--- config.mk ---
export PLATFORM = sky130hd
export DESIGN_NAME = crossroad_renderer
export DESIGN_NICKNAME = d
export VERILOG_FILES = /design/src/rtl/crossroad_pkg.sv /design/src/rtl/crossroad_renderer.sv /design/src/rtl/hud_digits.sv /design/src/rtl/pixel_compositor.sv /design/src/rtl/pixel_delay.sv /design/src/rtl/pixel_sampler.sv /design/src/rtl/road_layer.sv /design/src/rtl/signal_car_layer.sv
export VERILOG_INCLUDE_DIRS = /design/src /design/src/rtl
export SDC_FILE = /design/constraint.sdc
export NUM_CORES = 1
export LEC_CHECK = 0
export BUFFER_PORTS_ARGS = -buffer_cell sky130_fd_sc_hd__buf_2
export CORE_MARGIN = 2
export CORE_UTILIZATION = 40
export CTS_BUF_LIST = sky130_fd_sc_hd__clkbuf_4
export CTS_CLUSTER_DIAMETER = 200
export DETAILED_ROUTE_END_ITERATION = 6
export MAX_ROUTING_LAYER = met4
export PLACE_DENSITY = 0.63
export SYNTH_ARGS = -nofsm -noshare
export SYNTH_HDL_FRONTEND = slang
export SYNTH_SLANG_ARGS = --single-unit
--- constraint.sdc ---
create_clock -name pixel_clk -period 7.53 [get_ports pixel_clk]
set_input_delay 0.753 -clock pixel_clk [delete_from_list [all_inputs] [get_ports pixel_clk]]
set_output_delay 0.753 -clock pixel_clk [all_outputs]
set_load 0.02 [all_outputs]
--- src/rtl/crossroad_settings.svh ---
// crossroad renderer settings
// screen geometry, digit layout and colour constants

`ifndef CROSSROAD_SETTINGS_SVH
`define CROSSROAD_SETTINGS_SVH

// ========================================
// road geometry
// ========================================
`define V_ROAD_X_L     260
`define V_ROAD_X_R     380
`define H_ROAD_Y_T     180
`define H_ROAD_Y_B     300
`define SIDEWALK_W     16
`define STRIPE_PERIOD  12
`define STRIPE_WIDTH   6
`define CENTER_X_L     318
`define CENTER_X_R     322
`define CENTER_Y_T     238
`define CENTER_Y_B     242
`define SCREEN_CX      320
`define SCREEN_CY      240

// lane centres for the cars
`define V_LANE_W_X     290
`define V_LANE_E_X     350
`define H_LANE_N_Y     210
`define H_LANE_S_Y     270
`define CAR_LEN        20
`define CAR_WID        12

// ========================================
// traffic signals
// ========================================
`define TL_LONG        30
`define TL_SHORT       10
`define TL_SEG         10
`define TL_MARGIN      4
`define TLN_X          (`SCREEN_CX - (`TL_LONG / 2))
`define TLN_Y          (`H_ROAD_Y_T - `SIDEWALK_W - `TL_SHORT - `TL_MARGIN)
`define TLS_X          (`SCREEN_CX - (`TL_LONG / 2))
`define TLS_Y          (`H_ROAD_Y_B + `SIDEWALK_W + `TL_MARGIN)
`define TLW_X          (`V_ROAD_X_L - `SIDEWALK_W - `TL_SHORT - `TL_MARGIN)
`define TLW_Y          (`SCREEN_CY - (`TL_LONG / 2))
`define TLE_X          (`V_ROAD_X_R + `SIDEWALK_W + `TL_MARGIN)
`define TLE_Y          (`SCREEN_CY - (`TL_LONG / 2))

// ========================================
// HUD panel
// ========================================
`define HUD_X_MIN      500
`define HUD_X_MAX      640
`define HUD_Y_MAX      150
`define DIGIT_W        14
`define DIGIT_H        22
`define SEG_W          4
`define DIGIT_TENS_X   532
`define DIGIT_ONES_X   550
`define NS_ROW_Y       8
`define EW_ROW_Y       46

// pixel in to colour out, in clock edges
`define RENDER_LATENCY 3

// colour constants in r g b order
`define COL_BLANK      {8'd0, 8'd0, 8'd0}
`define COL_BG         {8'd6, 8'd10, 8'd18}
`define COL_SIDEWALK   {8'd70, 8'd80, 8'd95}
`define COL_LANE       {8'd24, 8'd24, 8'd26}
`define COL_ZEBRA      {8'd235, 8'd240, 8'd255}
`define COL_CENTER     {8'd20, 8'd180, 8'd200}
`define COL_CAR_N      {8'd40, 8'd90, 8'd220}
`define COL_CAR_S      {8'd200, 8'd60, 8'd220}
`define COL_CAR_W      {8'd240, 8'd120, 8'd30}
`define COL_CAR_E      {8'd60, 8'd220, 8'd160}
`define COL_HOUSING    {8'd28, 8'd28, 8'd30}
`define COL_RED        {8'd255, 8'd20, 8'd20}
`define COL_YELLOW     {8'd255, 8'd230, 8'd40}
`define COL_GREEN      {8'd30, 8'd255, 8'd80}
`define COL_HUD_BG     {8'd16, 8'd18, 8'd22}
`define COL_DIGIT      {8'd220, 8'd235, 8'd255}

`endif

--- src/rtl/crossroad_pkg.sv ---
// crossroad renderer types
// shared between the pipeline stages

package crossroad_pkg;

    typedef logic [9:0] coord_t;
    typedef logic [7:0] channel_t;

    // red is the top bit
    typedef logic [2:0] lamp_t;
    typedef logic [3:0] bcd_t;

    typedef struct packed {
        coord_t x;
        coord_t y;
    } scan_pos_t;

    typedef struct packed {
        channel_t r;
        channel_t g;
        channel_t b;
    } rgb_t;

    typedef enum logic [2:0] {
        ROAD_BG,
        ROAD_SIDEWALK,
        ROAD_LANE,
        ROAD_ZEBRA,
        ROAD_CENTER
    } road_class_t;

    typedef struct packed {
        logic       car_hit;
        logic [1:0] car_id;
        logic       housing_hit;
        logic       core_hit;
        lamp_t      core_color;
    } object_hit_t;

    typedef struct packed {
        logic panel_hit;
        logic segment_hit;
    } hud_hit_t;

endpackage

--- src/rtl/crossroad_renderer.sv ---
// crossroad traffic display renderer
// three-stage pixel pipeline: sample, classify, composite
`timescale 1ns/1ns

module crossroad_renderer (
    input  logic                   pixel_clk,
    input  logic                   rst_i,
    input  crossroad_pkg::coord_t  x_i,
    input  crossroad_pkg::coord_t  y_i,
    input  logic                   video_on_i,
    input  crossroad_pkg::lamp_t   light_ns_i,
    input  crossroad_pkg::lamp_t   light_ew_i,
    input  crossroad_pkg::bcd_t    ns_tens_i,
    input  crossroad_pkg::bcd_t    ns_ones_i,
    input  crossroad_pkg::bcd_t    ew_tens_i,
    input  crossroad_pkg::bcd_t    ew_ones_i,
    input  crossroad_pkg::coord_t  car_n_y_i,
    input  crossroad_pkg::coord_t  car_s_y_i,
    input  crossroad_pkg::coord_t  car_w_x_i,
    input  crossroad_pkg::coord_t  car_e_x_i,
    output crossroad_pkg::rgb_t    rgb_o
);
    import crossroad_pkg::*;

    // stage 1
    scan_pos_t   s1_pos;
    logic        s1_video_on;
    lamp_t       s1_light_ns;
    lamp_t       s1_light_ew;
    bcd_t        s1_ns_tens;
    bcd_t        s1_ns_ones;
    bcd_t        s1_ew_tens;
    bcd_t        s1_ew_ones;
    coord_t      s1_car_n_y;
    coord_t      s1_car_s_y;
    coord_t      s1_car_w_x;
    coord_t      s1_car_e_x;

    // stage 2
    logic        s2_video_on;
    road_class_t s2_class;
    object_hit_t s2_obj;
    hud_hit_t    s2_hud;

    pixel_sampler u_sampler (
        .pixel_clk  (pixel_clk),
        .rst_i      (rst_i),
        .x_i        (x_i),
        .y_i        (y_i),
        .video_on_i (video_on_i),
        .light_ns_i (light_ns_i),
        .light_ew_i (light_ew_i),
        .ns_tens_i  (ns_tens_i),
        .ns_ones_i  (ns_ones_i),
        .ew_tens_i  (ew_tens_i),
        .ew_ones_i  (ew_ones_i),
        .car_n_y_i  (car_n_y_i),
        .car_s_y_i  (car_s_y_i),
        .car_w_x_i  (car_w_x_i),
        .car_e_x_i  (car_e_x_i),
        .pos_o      (s1_pos),
        .video_on_o (s1_video_on),
        .light_ns_o (s1_light_ns),
        .light_ew_o (s1_light_ew),
        .ns_tens_o  (s1_ns_tens),
        .ns_ones_o  (s1_ns_ones),
        .ew_tens_o  (s1_ew_tens),
        .ew_ones_o  (s1_ew_ones),
        .car_n_y_o  (s1_car_n_y),
        .car_s_y_o  (s1_car_s_y),
        .car_w_x_o  (s1_car_w_x),
        .car_e_x_o  (s1_car_e_x)
    );

    road_layer u_road (
        .pixel_clk (pixel_clk),
        .rst_i     (rst_i),
        .pos_i     (s1_pos),
        .class_o   (s2_class)
    );

    signal_car_layer u_objects (
        .pixel_clk  (pixel_clk),
        .rst_i      (rst_i),
        .pos_i      (s1_pos),
        .light_ns_i (s1_light_ns),
        .light_ew_i (s1_light_ew),
        .car_n_y_i  (s1_car_n_y),
        .car_s_y_i  (s1_car_s_y),
        .car_w_x_i  (s1_car_w_x),
        .car_e_x_i  (s1_car_e_x),
        .hit_o      (s2_obj)
    );

    hud_digits u_hud (
        .pixel_clk (pixel_clk),
        .rst_i     (rst_i),
        .pos_i     (s1_pos),
        .ns_tens_i (s1_ns_tens),
        .ns_ones_i (s1_ns_ones),
        .ew_tens_i (s1_ew_tens),
        .ew_ones_i (s1_ew_ones),
        .hit_o     (s2_hud)
    );

    // video_on keeps pace with the layer registers
    pixel_delay #(
        .T     (logic),
        .DEPTH (1)
    ) u_video_delay (
        .pixel_clk (pixel_clk),
        .rst_i     (rst_i),
        .data_i    (s1_video_on),
        .data_o    (s2_video_on)
    );

    pixel_compositor u_compositor (
        .pixel_clk  (pixel_clk),
        .rst_i      (rst_i),
        .video_on_i (s2_video_on),
        .class_i    (s2_class),
        .obj_i      (s2_obj),
        .hud_i      (s2_hud),
        .rgb_o      (rgb_o)
    );

endmodule

--- src/rtl/hud_digits.sv ---
// HUD layer
// panel box and seven-segment NS / EW countdowns
`timescale 1ns/1ns
`include "crossroad_settings.svh"

module hud_digits (
    input  logic                       pixel_clk,
    input  logic                       rst_i,
    input  crossroad_pkg::scan_pos_t   pos_i,
    input  crossroad_pkg::bcd_t        ns_tens_i,
    input  crossroad_pkg::bcd_t        ns_ones_i,
    input  crossroad_pkg::bcd_t        ew_tens_i,
    input  crossroad_pkg::bcd_t        ew_ones_i,
    output crossroad_pkg::hud_hit_t    hit_o
);
    import crossroad_pkg::*;

    hud_hit_t hit_d;

    // segment order a..g from bit 6 down to bit 0
    function automatic logic digit_pixel(input coord_t px, input coord_t py,
                                         input int dx, input int dy, input bcd_t digit);
        coord_t     rx;
        coord_t     ry;
        logic [6:0] pat;
        logic [6:0] seg;
        rx = coord_t'(px - dx);
        ry = coord_t'(py - dy);
        case (digit)
            4'd0:    pat = 7'b1111110;
            4'd1:    pat = 7'b0110000;
            4'd2:    pat = 7'b1101101;
            4'd3:    pat = 7'b1111001;
            4'd4:    pat = 7'b0110011;
            4'd5:    pat = 7'b1011011;
            4'd6:    pat = 7'b1011111;
            4'd7:    pat = 7'b1110000;
            4'd8:    pat = 7'b1111111;
            4'd9:    pat = 7'b1111011;
            default: pat = 7'b0000000;
        endcase
        // verticals overlap the corners so strokes join
        seg[6] = ry < `SEG_W;
        seg[5] = rx >= `DIGIT_W - `SEG_W && ry < `DIGIT_H / 2 + 1;
        seg[4] = rx >= `DIGIT_W - `SEG_W && ry >= `DIGIT_H / 2 - 1;
        seg[3] = ry >= `DIGIT_H - `SEG_W;
        seg[2] = rx < `SEG_W && ry >= `DIGIT_H / 2 - 1;
        seg[1] = rx < `SEG_W && ry < `DIGIT_H / 2 + 1;
        seg[0] = ry >= `DIGIT_H / 2 - `SEG_W / 2 - 1 && ry < `DIGIT_H / 2 + `SEG_W / 2 + 1;
        return rx < `DIGIT_W && ry < `DIGIT_H && |(pat & seg);
    endfunction

    always_comb begin
        hit_d.panel_hit   = pos_i.x >= `HUD_X_MIN && pos_i.x < `HUD_X_MAX &&
                            pos_i.y < `HUD_Y_MAX;
        hit_d.segment_hit =
            digit_pixel(pos_i.x, pos_i.y, `DIGIT_TENS_X, `NS_ROW_Y, ns_tens_i) ||
            digit_pixel(pos_i.x, pos_i.y, `DIGIT_ONES_X, `NS_ROW_Y, ns_ones_i) ||
            digit_pixel(pos_i.x, pos_i.y, `DIGIT_TENS_X, `EW_ROW_Y, ew_tens_i) ||
            digit_pixel(pos_i.x, pos_i.y, `DIGIT_ONES_X, `EW_ROW_Y, ew_ones_i);
    end

    always_ff @(posedge pixel_clk) begin
        if (rst_i) begin
            hit_o <= '0;
        end else begin
            hit_o <= hit_d;
        end
    end

endmodule

--- src/rtl/pixel_compositor.sv ---
// output stage
// layer priority, blanking and the RGB register
`timescale 1ns/1ns
`include "crossroad_settings.svh"

module pixel_compositor (
    input  logic                        pixel_clk,
    input  logic                        rst_i,
    input  logic                        video_on_i,
    input  crossroad_pkg::road_class_t  class_i,
    input  crossroad_pkg::object_hit_t  obj_i,
    input  crossroad_pkg::hud_hit_t     hud_i,
    output crossroad_pkg::rgb_t         rgb_o
);
    import crossroad_pkg::*;

    rgb_t col;

    // lowest priority first
    always_comb begin
        case (class_i)
            ROAD_SIDEWALK: col = `COL_SIDEWALK;
            ROAD_LANE:     col = `COL_LANE;
            ROAD_ZEBRA:    col = `COL_ZEBRA;
            ROAD_CENTER:   col = `COL_CENTER;
            default:       col = `COL_BG;
        endcase
        if (obj_i.car_hit) begin
            case (obj_i.car_id)
                2'd0:    col = `COL_CAR_N;
                2'd1:    col = `COL_CAR_S;
                2'd2:    col = `COL_CAR_W;
                default: col = `COL_CAR_E;
            endcase
        end
        if (obj_i.housing_hit) begin
            col = `COL_HOUSING;
        end
        if (obj_i.core_hit) begin
            if (obj_i.core_color[2]) begin
                col = `COL_RED;
            end else if (obj_i.core_color[1]) begin
                col = `COL_YELLOW;
            end else begin
                col = `COL_GREEN;
            end
        end
        if (hud_i.panel_hit) begin
            col = `COL_HUD_BG;
        end
        if (hud_i.segment_hit) begin
            col = `COL_DIGIT;
        end
    end

    always_ff @(posedge pixel_clk) begin
        if (rst_i) begin
            rgb_o <= `COL_BLANK;
        end else begin
            rgb_o <= video_on_i ? col : `COL_BLANK;
        end
    end

    // digits only ever sit inside the panel
    a_seg_in_panel: assert property (@(posedge pixel_clk) disable iff (rst_i)
        hud_i.segment_hit |-> hud_i.panel_hit)
        else $error("digit segment outside the HUD panel");

endmodule

--- src/rtl/pixel_delay.sv ---
// fixed-depth delay line for any payload type
`timescale 1ns/1ns

module pixel_delay #(
    parameter type T     = logic,
    parameter int  DEPTH = 1
) (
    input  logic pixel_clk,
    input  logic rst_i,
    input  T     data_i,
    output T     data_o
);

    T stages [DEPTH];

    always_ff @(posedge pixel_clk) begin
        if (rst_i) begin
            for (int i = 0; i < DEPTH; i++) begin
                stages[i] <= '0;
            end
        end else begin
            stages[0] <= data_i;
            for (int i = 1; i < DEPTH; i++) begin
                stages[i] <= stages[i-1];
            end
        end
    end

    assign data_o = stages[DEPTH-1];

    a_depth_min: assert property (@(posedge pixel_clk) DEPTH >= 1)
        else $error("pixel_delay needs at least one stage");

endmodule

--- src/rtl/pixel_sampler.sv ---
// input stage of the renderer
// one snapshot of scan position and scene state per pixel
`timescale 1ns/1ns

module pixel_sampler (
    input  logic                      pixel_clk,
    input  logic                      rst_i,
    input  crossroad_pkg::coord_t     x_i,
    input  crossroad_pkg::coord_t     y_i,
    input  logic                      video_on_i,
    input  crossroad_pkg::lamp_t      light_ns_i,
    input  crossroad_pkg::lamp_t      light_ew_i,
    input  crossroad_pkg::bcd_t       ns_tens_i,
    input  crossroad_pkg::bcd_t       ns_ones_i,
    input  crossroad_pkg::bcd_t       ew_tens_i,
    input  crossroad_pkg::bcd_t       ew_ones_i,
    input  crossroad_pkg::coord_t     car_n_y_i,
    input  crossroad_pkg::coord_t     car_s_y_i,
    input  crossroad_pkg::coord_t     car_w_x_i,
    input  crossroad_pkg::coord_t     car_e_x_i,
    output crossroad_pkg::scan_pos_t  pos_o,
    output logic                      video_on_o,
    output crossroad_pkg::lamp_t      light_ns_o,
    output crossroad_pkg::lamp_t      light_ew_o,
    output crossroad_pkg::bcd_t       ns_tens_o,
    output crossroad_pkg::bcd_t       ns_ones_o,
    output crossroad_pkg::bcd_t       ew_tens_o,
    output crossroad_pkg::bcd_t       ew_ones_o,
    output crossroad_pkg::coord_t     car_n_y_o,
    output crossroad_pkg::coord_t     car_s_y_o,
    output crossroad_pkg::coord_t     car_w_x_o,
    output crossroad_pkg::coord_t     car_e_x_o
);
    import crossroad_pkg::*;

    scan_pos_t pos_in;

    assign pos_in.x = x_i;
    assign pos_in.y = y_i;

    pixel_delay #(
        .T     (scan_pos_t),
        .DEPTH (1)
    ) u_pos_delay (
        .pixel_clk (pixel_clk),
        .rst_i     (rst_i),
        .data_i    (pos_in),
        .data_o    (pos_o)
    );

    always_ff @(posedge pixel_clk) begin
        if (rst_i) begin
            video_on_o <= 1'b0;
            light_ns_o <= '0;
            light_ew_o <= '0;
            ns_tens_o  <= '0;
            ns_ones_o  <= '0;
            ew_tens_o  <= '0;
            ew_ones_o  <= '0;
            car_n_y_o  <= '0;
            car_s_y_o  <= '0;
            car_w_x_o  <= '0;
            car_e_x_o  <= '0;
        end else begin
            video_on_o <= video_on_i;
            light_ns_o <= light_ns_i;
            light_ew_o <= light_ew_i;
            ns_tens_o  <= ns_tens_i;
            ns_ones_o  <= ns_ones_i;
            ew_tens_o  <= ew_tens_i;
            ew_ones_o  <= ew_ones_i;
            car_n_y_o  <= car_n_y_i;
            car_s_y_o  <= car_s_y_i;
            car_w_x_o  <= car_w_x_i;
            car_e_x_o  <= car_e_x_i;
        end
    end

    // countdown digits are plain bcd
    a_bcd_range: assert property (@(posedge pixel_clk) disable iff (rst_i)
        ns_tens_i <= 4'd9 && ns_ones_i <= 4'd9 && ew_tens_i <= 4'd9 && ew_ones_i <= 4'd9)
        else $error("countdown digit out of bcd range");

    // a signal shows one lamp at a time while painting
    a_one_lamp: assert property (@(posedge pixel_clk) disable iff (rst_i)
        video_on_i |-> ($countones(light_ns_i) <= 1 && $countones(light_ew_i) <= 1))
        else $error("more than one lamp lit on a signal");

endmodule

--- src/rtl/road_layer.sv ---
// road layer
// background, sidewalks, carriageways, zebra crossings and centre lines
`timescale 1ns/1ns
`include "crossroad_settings.svh"

module road_layer (
    input  logic                        pixel_clk,
    input  logic                        rst_i,
    input  crossroad_pkg::scan_pos_t    pos_i,
    output crossroad_pkg::road_class_t  class_o
);
    import crossroad_pkg::*;

    coord_t      px;
    coord_t      py;
    coord_t      x_off;
    coord_t      y_off;
    logic        in_v_road;
    logic        in_h_road;
    logic        v_walk;
    logic        h_walk;
    logic        on_center;
    road_class_t class_d;

    assign px = pos_i.x;
    assign py = pos_i.y;

    // stripe phase is taken from the near road edge
    assign x_off = coord_t'(px - `V_ROAD_X_L);
    assign y_off = coord_t'(py - `H_ROAD_Y_T);

    assign in_v_road = px >= `V_ROAD_X_L && px < `V_ROAD_X_R;
    assign in_h_road = py >= `H_ROAD_Y_T && py < `H_ROAD_Y_B;

    assign v_walk = (px >= `V_ROAD_X_L - `SIDEWALK_W && px < `V_ROAD_X_L) ||
                    (px >= `V_ROAD_X_R && px < `V_ROAD_X_R + `SIDEWALK_W);
    assign h_walk = (py >= `H_ROAD_Y_T - `SIDEWALK_W && py < `H_ROAD_Y_T) ||
                    (py >= `H_ROAD_Y_B && py < `H_ROAD_Y_B + `SIDEWALK_W);

    assign on_center = (px >= `CENTER_X_L && px < `CENTER_X_R) ||
                       (py >= `CENTER_Y_T && py < `CENTER_Y_B);

    // later tests win
    always_comb begin
        class_d = ROAD_BG;
        if (v_walk || h_walk) begin
            class_d = ROAD_SIDEWALK;
        end
        if (in_v_road || in_h_road) begin
            class_d = ROAD_LANE;
        end
        if (in_v_road && h_walk && (x_off % `STRIPE_PERIOD) < `STRIPE_WIDTH) begin
            class_d = ROAD_ZEBRA;
        end
        if (in_h_road && v_walk && (y_off % `STRIPE_PERIOD) < `STRIPE_WIDTH) begin
            class_d = ROAD_ZEBRA;
        end
        if (on_center) begin
            class_d = ROAD_CENTER;
        end
    end

    always_ff @(posedge pixel_clk) begin
        if (rst_i) begin
            class_o <= ROAD_BG;
        end else begin
            class_o <= class_d;
        end
    end

endmodule

--- src/rtl/signal_car_layer.sv ---
// car and traffic signal layer
// car bodies, signal housings and lit lamp cores
`timescale 1ns/1ns
`include "crossroad_settings.svh"

module signal_car_layer (
    input  logic                         pixel_clk,
    input  logic                         rst_i,
    input  crossroad_pkg::scan_pos_t     pos_i,
    input  crossroad_pkg::lamp_t         light_ns_i,
    input  crossroad_pkg::lamp_t         light_ew_i,
    input  crossroad_pkg::coord_t        car_n_y_i,
    input  crossroad_pkg::coord_t        car_s_y_i,
    input  crossroad_pkg::coord_t        car_w_x_i,
    input  crossroad_pkg::coord_t        car_e_x_i,
    output crossroad_pkg::object_hit_t   hit_o
);
    import crossroad_pkg::*;

    // housings in N, S, W, E order; W and E stand upright
    localparam int HOUSE_X [4] = '{`TLN_X, `TLS_X, `TLW_X, `TLE_X};
    localparam int HOUSE_Y [4] = '{`TLN_Y, `TLS_Y, `TLW_Y, `TLE_Y};
    localparam int HALF_W      = `CAR_WID / 2;

    object_hit_t hit_d;

    function automatic logic in_rect(input coord_t px, input coord_t py,
                                     input int x0, input int y0, input int w, input int h);
        return px >= x0 && px < x0 + w && py >= y0 && py < y0 + h;
    endfunction

    always_comb begin
        lamp_t lamp;
        logic  upright;
        int    cx;
        int    cy;
        hit_d = '0;
        // ========================================
        // cars where the last match gives the id
        // ========================================
        if (in_rect(pos_i.x, pos_i.y, `V_LANE_W_X - HALF_W, car_n_y_i, `CAR_WID, `CAR_LEN)) begin
            hit_d.car_hit = 1'b1;
            hit_d.car_id  = 2'd0;
        end
        if (in_rect(pos_i.x, pos_i.y, `V_LANE_E_X - HALF_W, car_s_y_i, `CAR_WID, `CAR_LEN)) begin
            hit_d.car_hit = 1'b1;
            hit_d.car_id  = 2'd1;
        end
        if (in_rect(pos_i.x, pos_i.y, car_w_x_i, `H_LANE_N_Y - HALF_W, `CAR_LEN, `CAR_WID)) begin
            hit_d.car_hit = 1'b1;
            hit_d.car_id  = 2'd2;
        end
        if (in_rect(pos_i.x, pos_i.y, car_e_x_i, `H_LANE_S_Y - HALF_W, `CAR_LEN, `CAR_WID)) begin
            hit_d.car_hit = 1'b1;
            hit_d.car_id  = 2'd3;
        end
        // ========================================
        // signal housings and cores
        // ========================================
        for (int h = 0; h < 4; h++) begin
            upright = (h >= 2);
            lamp    = upright ? light_ew_i : light_ns_i;
            if (in_rect(pos_i.x, pos_i.y, HOUSE_X[h], HOUSE_Y[h],
                        upright ? `TL_SHORT : `TL_LONG, upright ? `TL_LONG : `TL_SHORT)) begin
                hit_d.housing_hit = 1'b1;
            end
            // lamp cores from red to green, inset by one pixel in the housing
            for (int k = 0; k < 3; k++) begin
                cx = upright ? HOUSE_X[h] + 1 : HOUSE_X[h] + k * `TL_SEG + 1;
                cy = upright ? HOUSE_Y[h] + k * `TL_SEG + 1 : HOUSE_Y[h] + 1;
                if (lamp[2-k] && in_rect(pos_i.x, pos_i.y, cx, cy,
                                         `TL_SEG - 2, `TL_SHORT - 2)) begin
                    hit_d.core_hit   = 1'b1;
                    hit_d.core_color = lamp_t'(3'b100 >> k);
                end
            end
        end
    end

    always_ff @(posedge pixel_clk) begin
        if (rst_i) begin
            hit_o <= '0;
        end else begin
            hit_o <= hit_d;
        end
    end

endmodule

==> impl_metrics.env <==
export IMPL_grt_ovfl_total=0
export IMPL_finalSetupViolations=0
export IMPL_wl_um=36800
export IMPL_grtUsageMet1_pct=29.4
export IMPL_wire_per_inst_um=16.5
export IMPL_grt_util_all_layers_pct=22.2
export IMPL_areaGrowthSynthToFinish_pct=9.80
export IMPL_die_x_um=185
export IMPL_layout_common_cells="nor2_1 (141), ha_1 (136), a21oi_1 (132), dfxtp_1 (132), nor2b_1 (108)"
export IMPL_grt_antenna_before_repair=2
export IMPL_drt_first_iter_violations=1064
export IMPL_cts_setup_buffers=0
export IMPL_ys_ff_latch=132
export IMPL_critPathArrivalTime_ns=7.49
export IMPL_slew_violations=0
export IMPL_num_io_pins=109
export IMPL_whs_ns=0.339
export IMPL_min_period_ns=6.96
export IMPL_nets=2004
export IMPL_dp_slack_ns=0.546
export IMPL_gp_congestion=0.929
export IMPL_placed_area_mm2=0.0140
export IMPL_drtAntennaViolNets=0
export IMPL_path_clk_slew_ns=0.15
export IMPL_cts_htree_levels=4
export IMPL_ys_seq_area_share_pct=20.3
export IMPL_cts_buffers_inserted=17
export IMPL_violations="DRC"
export IMPL_root_buffer="clkbuf_4"
export IMPL_grt_pass1_wl_um=59700
export IMPL_die_h_um=185
export IMPL_fin_ws_ns=0.572
export IMPL_met2_usage_pct=33.4
export IMPL_max_cap_viol_count=0
export IMPL_initial_utilization_pct=40.4
export IMPL_ys_flop_type="dfxtp_1"
export IMPL_cts_num_sinks=132
export IMPL_syn_area_mm2=0.0130
export IMPL_r2r_start="u_sampler.u_pos_delay.stages[0][12]$_SDFF_PP0_"
export IMPL_hold_viol=0
export IMPL_rsz0062_at_grt="no"
export IMPL_numPortBuffers=108
export IMPL_crit_type="flip-flop to flip-flop"
export IMPL_utilization_pct=44.3
export IMPL_syn_avg_cell_area_um2=7.67
export IMPL_clock_path_buffers=2
export IMPL_clock_latency_ns=0.61
export IMPL_drive_gt1_share_pct=14.1
export IMPL_skew_ns=0.0345
export IMPL_top_usage_layer="met2"
export IMPL_hold_class="primary input to flip-flop"
export IMPL_outcome="finished, violations left"
export IMPL_route_detailed_drc=3
export IMPL_dr_pass1_iters=7
export IMPL_finalPower_mw=2.39
export IMPL_path_max_fanout=12
export IMPL_fin_cells=2238
export IMPL_use_met3_pct=3.20
export IMPL_final_common_cell="nor2_1"
export IMPL_endpoint_kind="flip-flop"
export IMPL_synth_distinct_cells=112
export IMPL_p_per_area_mw_per_mm2=167
export IMPL_peakVddDrop_mv=0.0775
export IMPL_tightest_slew_ns=0.926
export IMPL_yosys_warnings=0
export IMPL_routed_via_count=13000
export IMPL_grt_pass1_vias=11900
export IMPL_cp_startpoint="u_sampler.u_pos_delay.stages[0][12]$_SDFF_PP0_"
export IMPL_die_area_mm2=0.0340
export IMPL_max_freq_mhz=144
export IMPL_cp_required_ns=8.06
export IMPL_tns_ns=0
export IMPL_final_area_mm2=0.0143
export IMPL_dpl_hpwl_um=28300
export IMPL_async_flop_share_pct=0
export IMPL_fin_crit_sh_pct=92.4
export IMPL_rows=66
export IMPL_dp_cells=2205
export IMPL_routed_via_density=5.79
export IMPL_synth_nets=1922
export IMPL_leakagePower_nw=5.73
export IMPL_relSlewSlack_pct=36.7
export IMPL_hold_start="light_ns_i[2]"
export IMPL_synth_cells=1700
export IMPL_cts_tree="built"
export IMPL_worstSetupStartpointType="flip-flop"
export IMPL_synth_edf_count=0
export IMPL_cts_hold_fix_buffers=0
export IMPL_core_area_mm2=0.0323
export IMPL_grt_max_degree=75
## layer usage
layer | wire, um | vias to the layer above
li1 | - | 6399
met1 | 16900 | 5870
met2 | 16100 | 584
met3 | 2630 | 101
met4 | 1270 | 0
met5 | 0 | -
## cell type report
| class | instances | area (um^2) |
|---|---|---|
| Tap cell | 442 | 553 |
| Timing Repair Buffer | 139 | 776 |
| Antenna cell | 2 | 5.00 |
| Clock buffer | 17 | 128 |
| Clock inverter | 14 | 136 |
| Multi-Input combinational cell | 1398 | 9720 |
| Fill cell | 3257 | 18000 |
| Sequential cell | 132 | 2640 |
| Inverter | 94 | 353 |
## path summary, 6_finish.rpt
check	endpoint	slack (ns)	cells after the start
setup / recovery	u_road.class_o[0]$_SDFF_PP0_	0.57	23
hold / removal	u_sampler.light_ns_o[2]$_SDFF_PP0_	0.34	2
setup reg to reg	u_road.class_o[0]$_SDFF_PP0_	0.57	23
hold reg to reg	u_video_delay.stages[0]$_SDFF_PP0_	0.48	1
## critical path: stages (launching register included)
cell and delay [ns]:
dfxtp_1 0.34, inv_1 0.18, ha_2 0.34, or3b_1 0.53
or3_4 0.44, nand2_4 0.14, inv_2 0.08, ha_1 0.32
nor2b_1 0.23, nand3_1 0.21, o21ai_4 0.30, a21oi_2 0.17
o41ai_2 0.38, o32ai_2 0.18, a221o_1 0.52, nor4_1 0.37
nor4_2 0.16, o31a_1 0.30, or4_1 0.60, o32ai_1 0.29
nor2b_1 0.29, a21oi_1 0.08, o221a_1 0.25, o221ai_2 0.16
## what timing repair did
item                                   in CTS  in global routing
setup endpoints to repair                   0                  1
endpoints found under the hold margin       0                  0
gates resized for setup                     0                  5
## cells in the mapped netlist, types with 5 or more instances
cell / n / area (um^2)
or2_2: 11 / 68.8
a211oi_1: 18 / 135
nand4_1: 19 / 119
and2_1: 13 / 81.3
xor2_1: 20 / 175
o22ai_1: 20 / 125
o32ai_1: 9 / 78.8
a21oi_1: 134 / 671
nor2_1: 141 / 529
a22oi_1: 11 / 82.6
clkbuf_1: 52 / 195
nand2b_1: 44 / 275
o21bai_1: 5 / 37.5
a21o_1: 17 / 128
nand2_1: 94 / 353
or4_1: 7 / 52.6
o221ai_1: 6 / 52.6
a31o_2: 6 / 52.6
o31a_1: 5 / 43.8
o21a_1: 25 / 188
mux2i_1: 12 / 120
a21boi_0: 9 / 67.6
o21ai_0: 102 / 510
a31oi_1: 31 / 194
inv_1: 90 / 338
nand3_1: 59 / 295
or3_1: 10 / 62.6
ha_1: 137 / 1710
buf_2: 15 / 75.1
nor2b_1: 108 / 676
a2111oi_0: 9 / 78.8
nor3_1: 70 / 350
xnor2_1: 50 / 438
and3_1: 9 / 56.3
dfxtp_1: 132 / 2640
o2111ai_1: 9 / 78.8
o31ai_1: 10 / 75.1
o211ai_1: 14 / 105
nor4_1: 18 / 113
## report_power, final
part / internal (mW) / switching (mW) / total (mW)
registers: 0.734 / 0.0247 / 0.759
clock network: 0.192 / 0.299 / 0.491
logic: 0.446 / 0.698 / 1.14
## kinds of logic after synthesis
logic type,share of synthesized area [%]
and+or+nand+nor,26.8
AOI/OAI and AO/OA,28.0
buffers and inverters,5.33
adders and majority gates,13.2
DFF,20.3
xor gates and xnor gates,5.08
muxes,1.31
No activity file was read; power rests on OpenSTA's default activity.
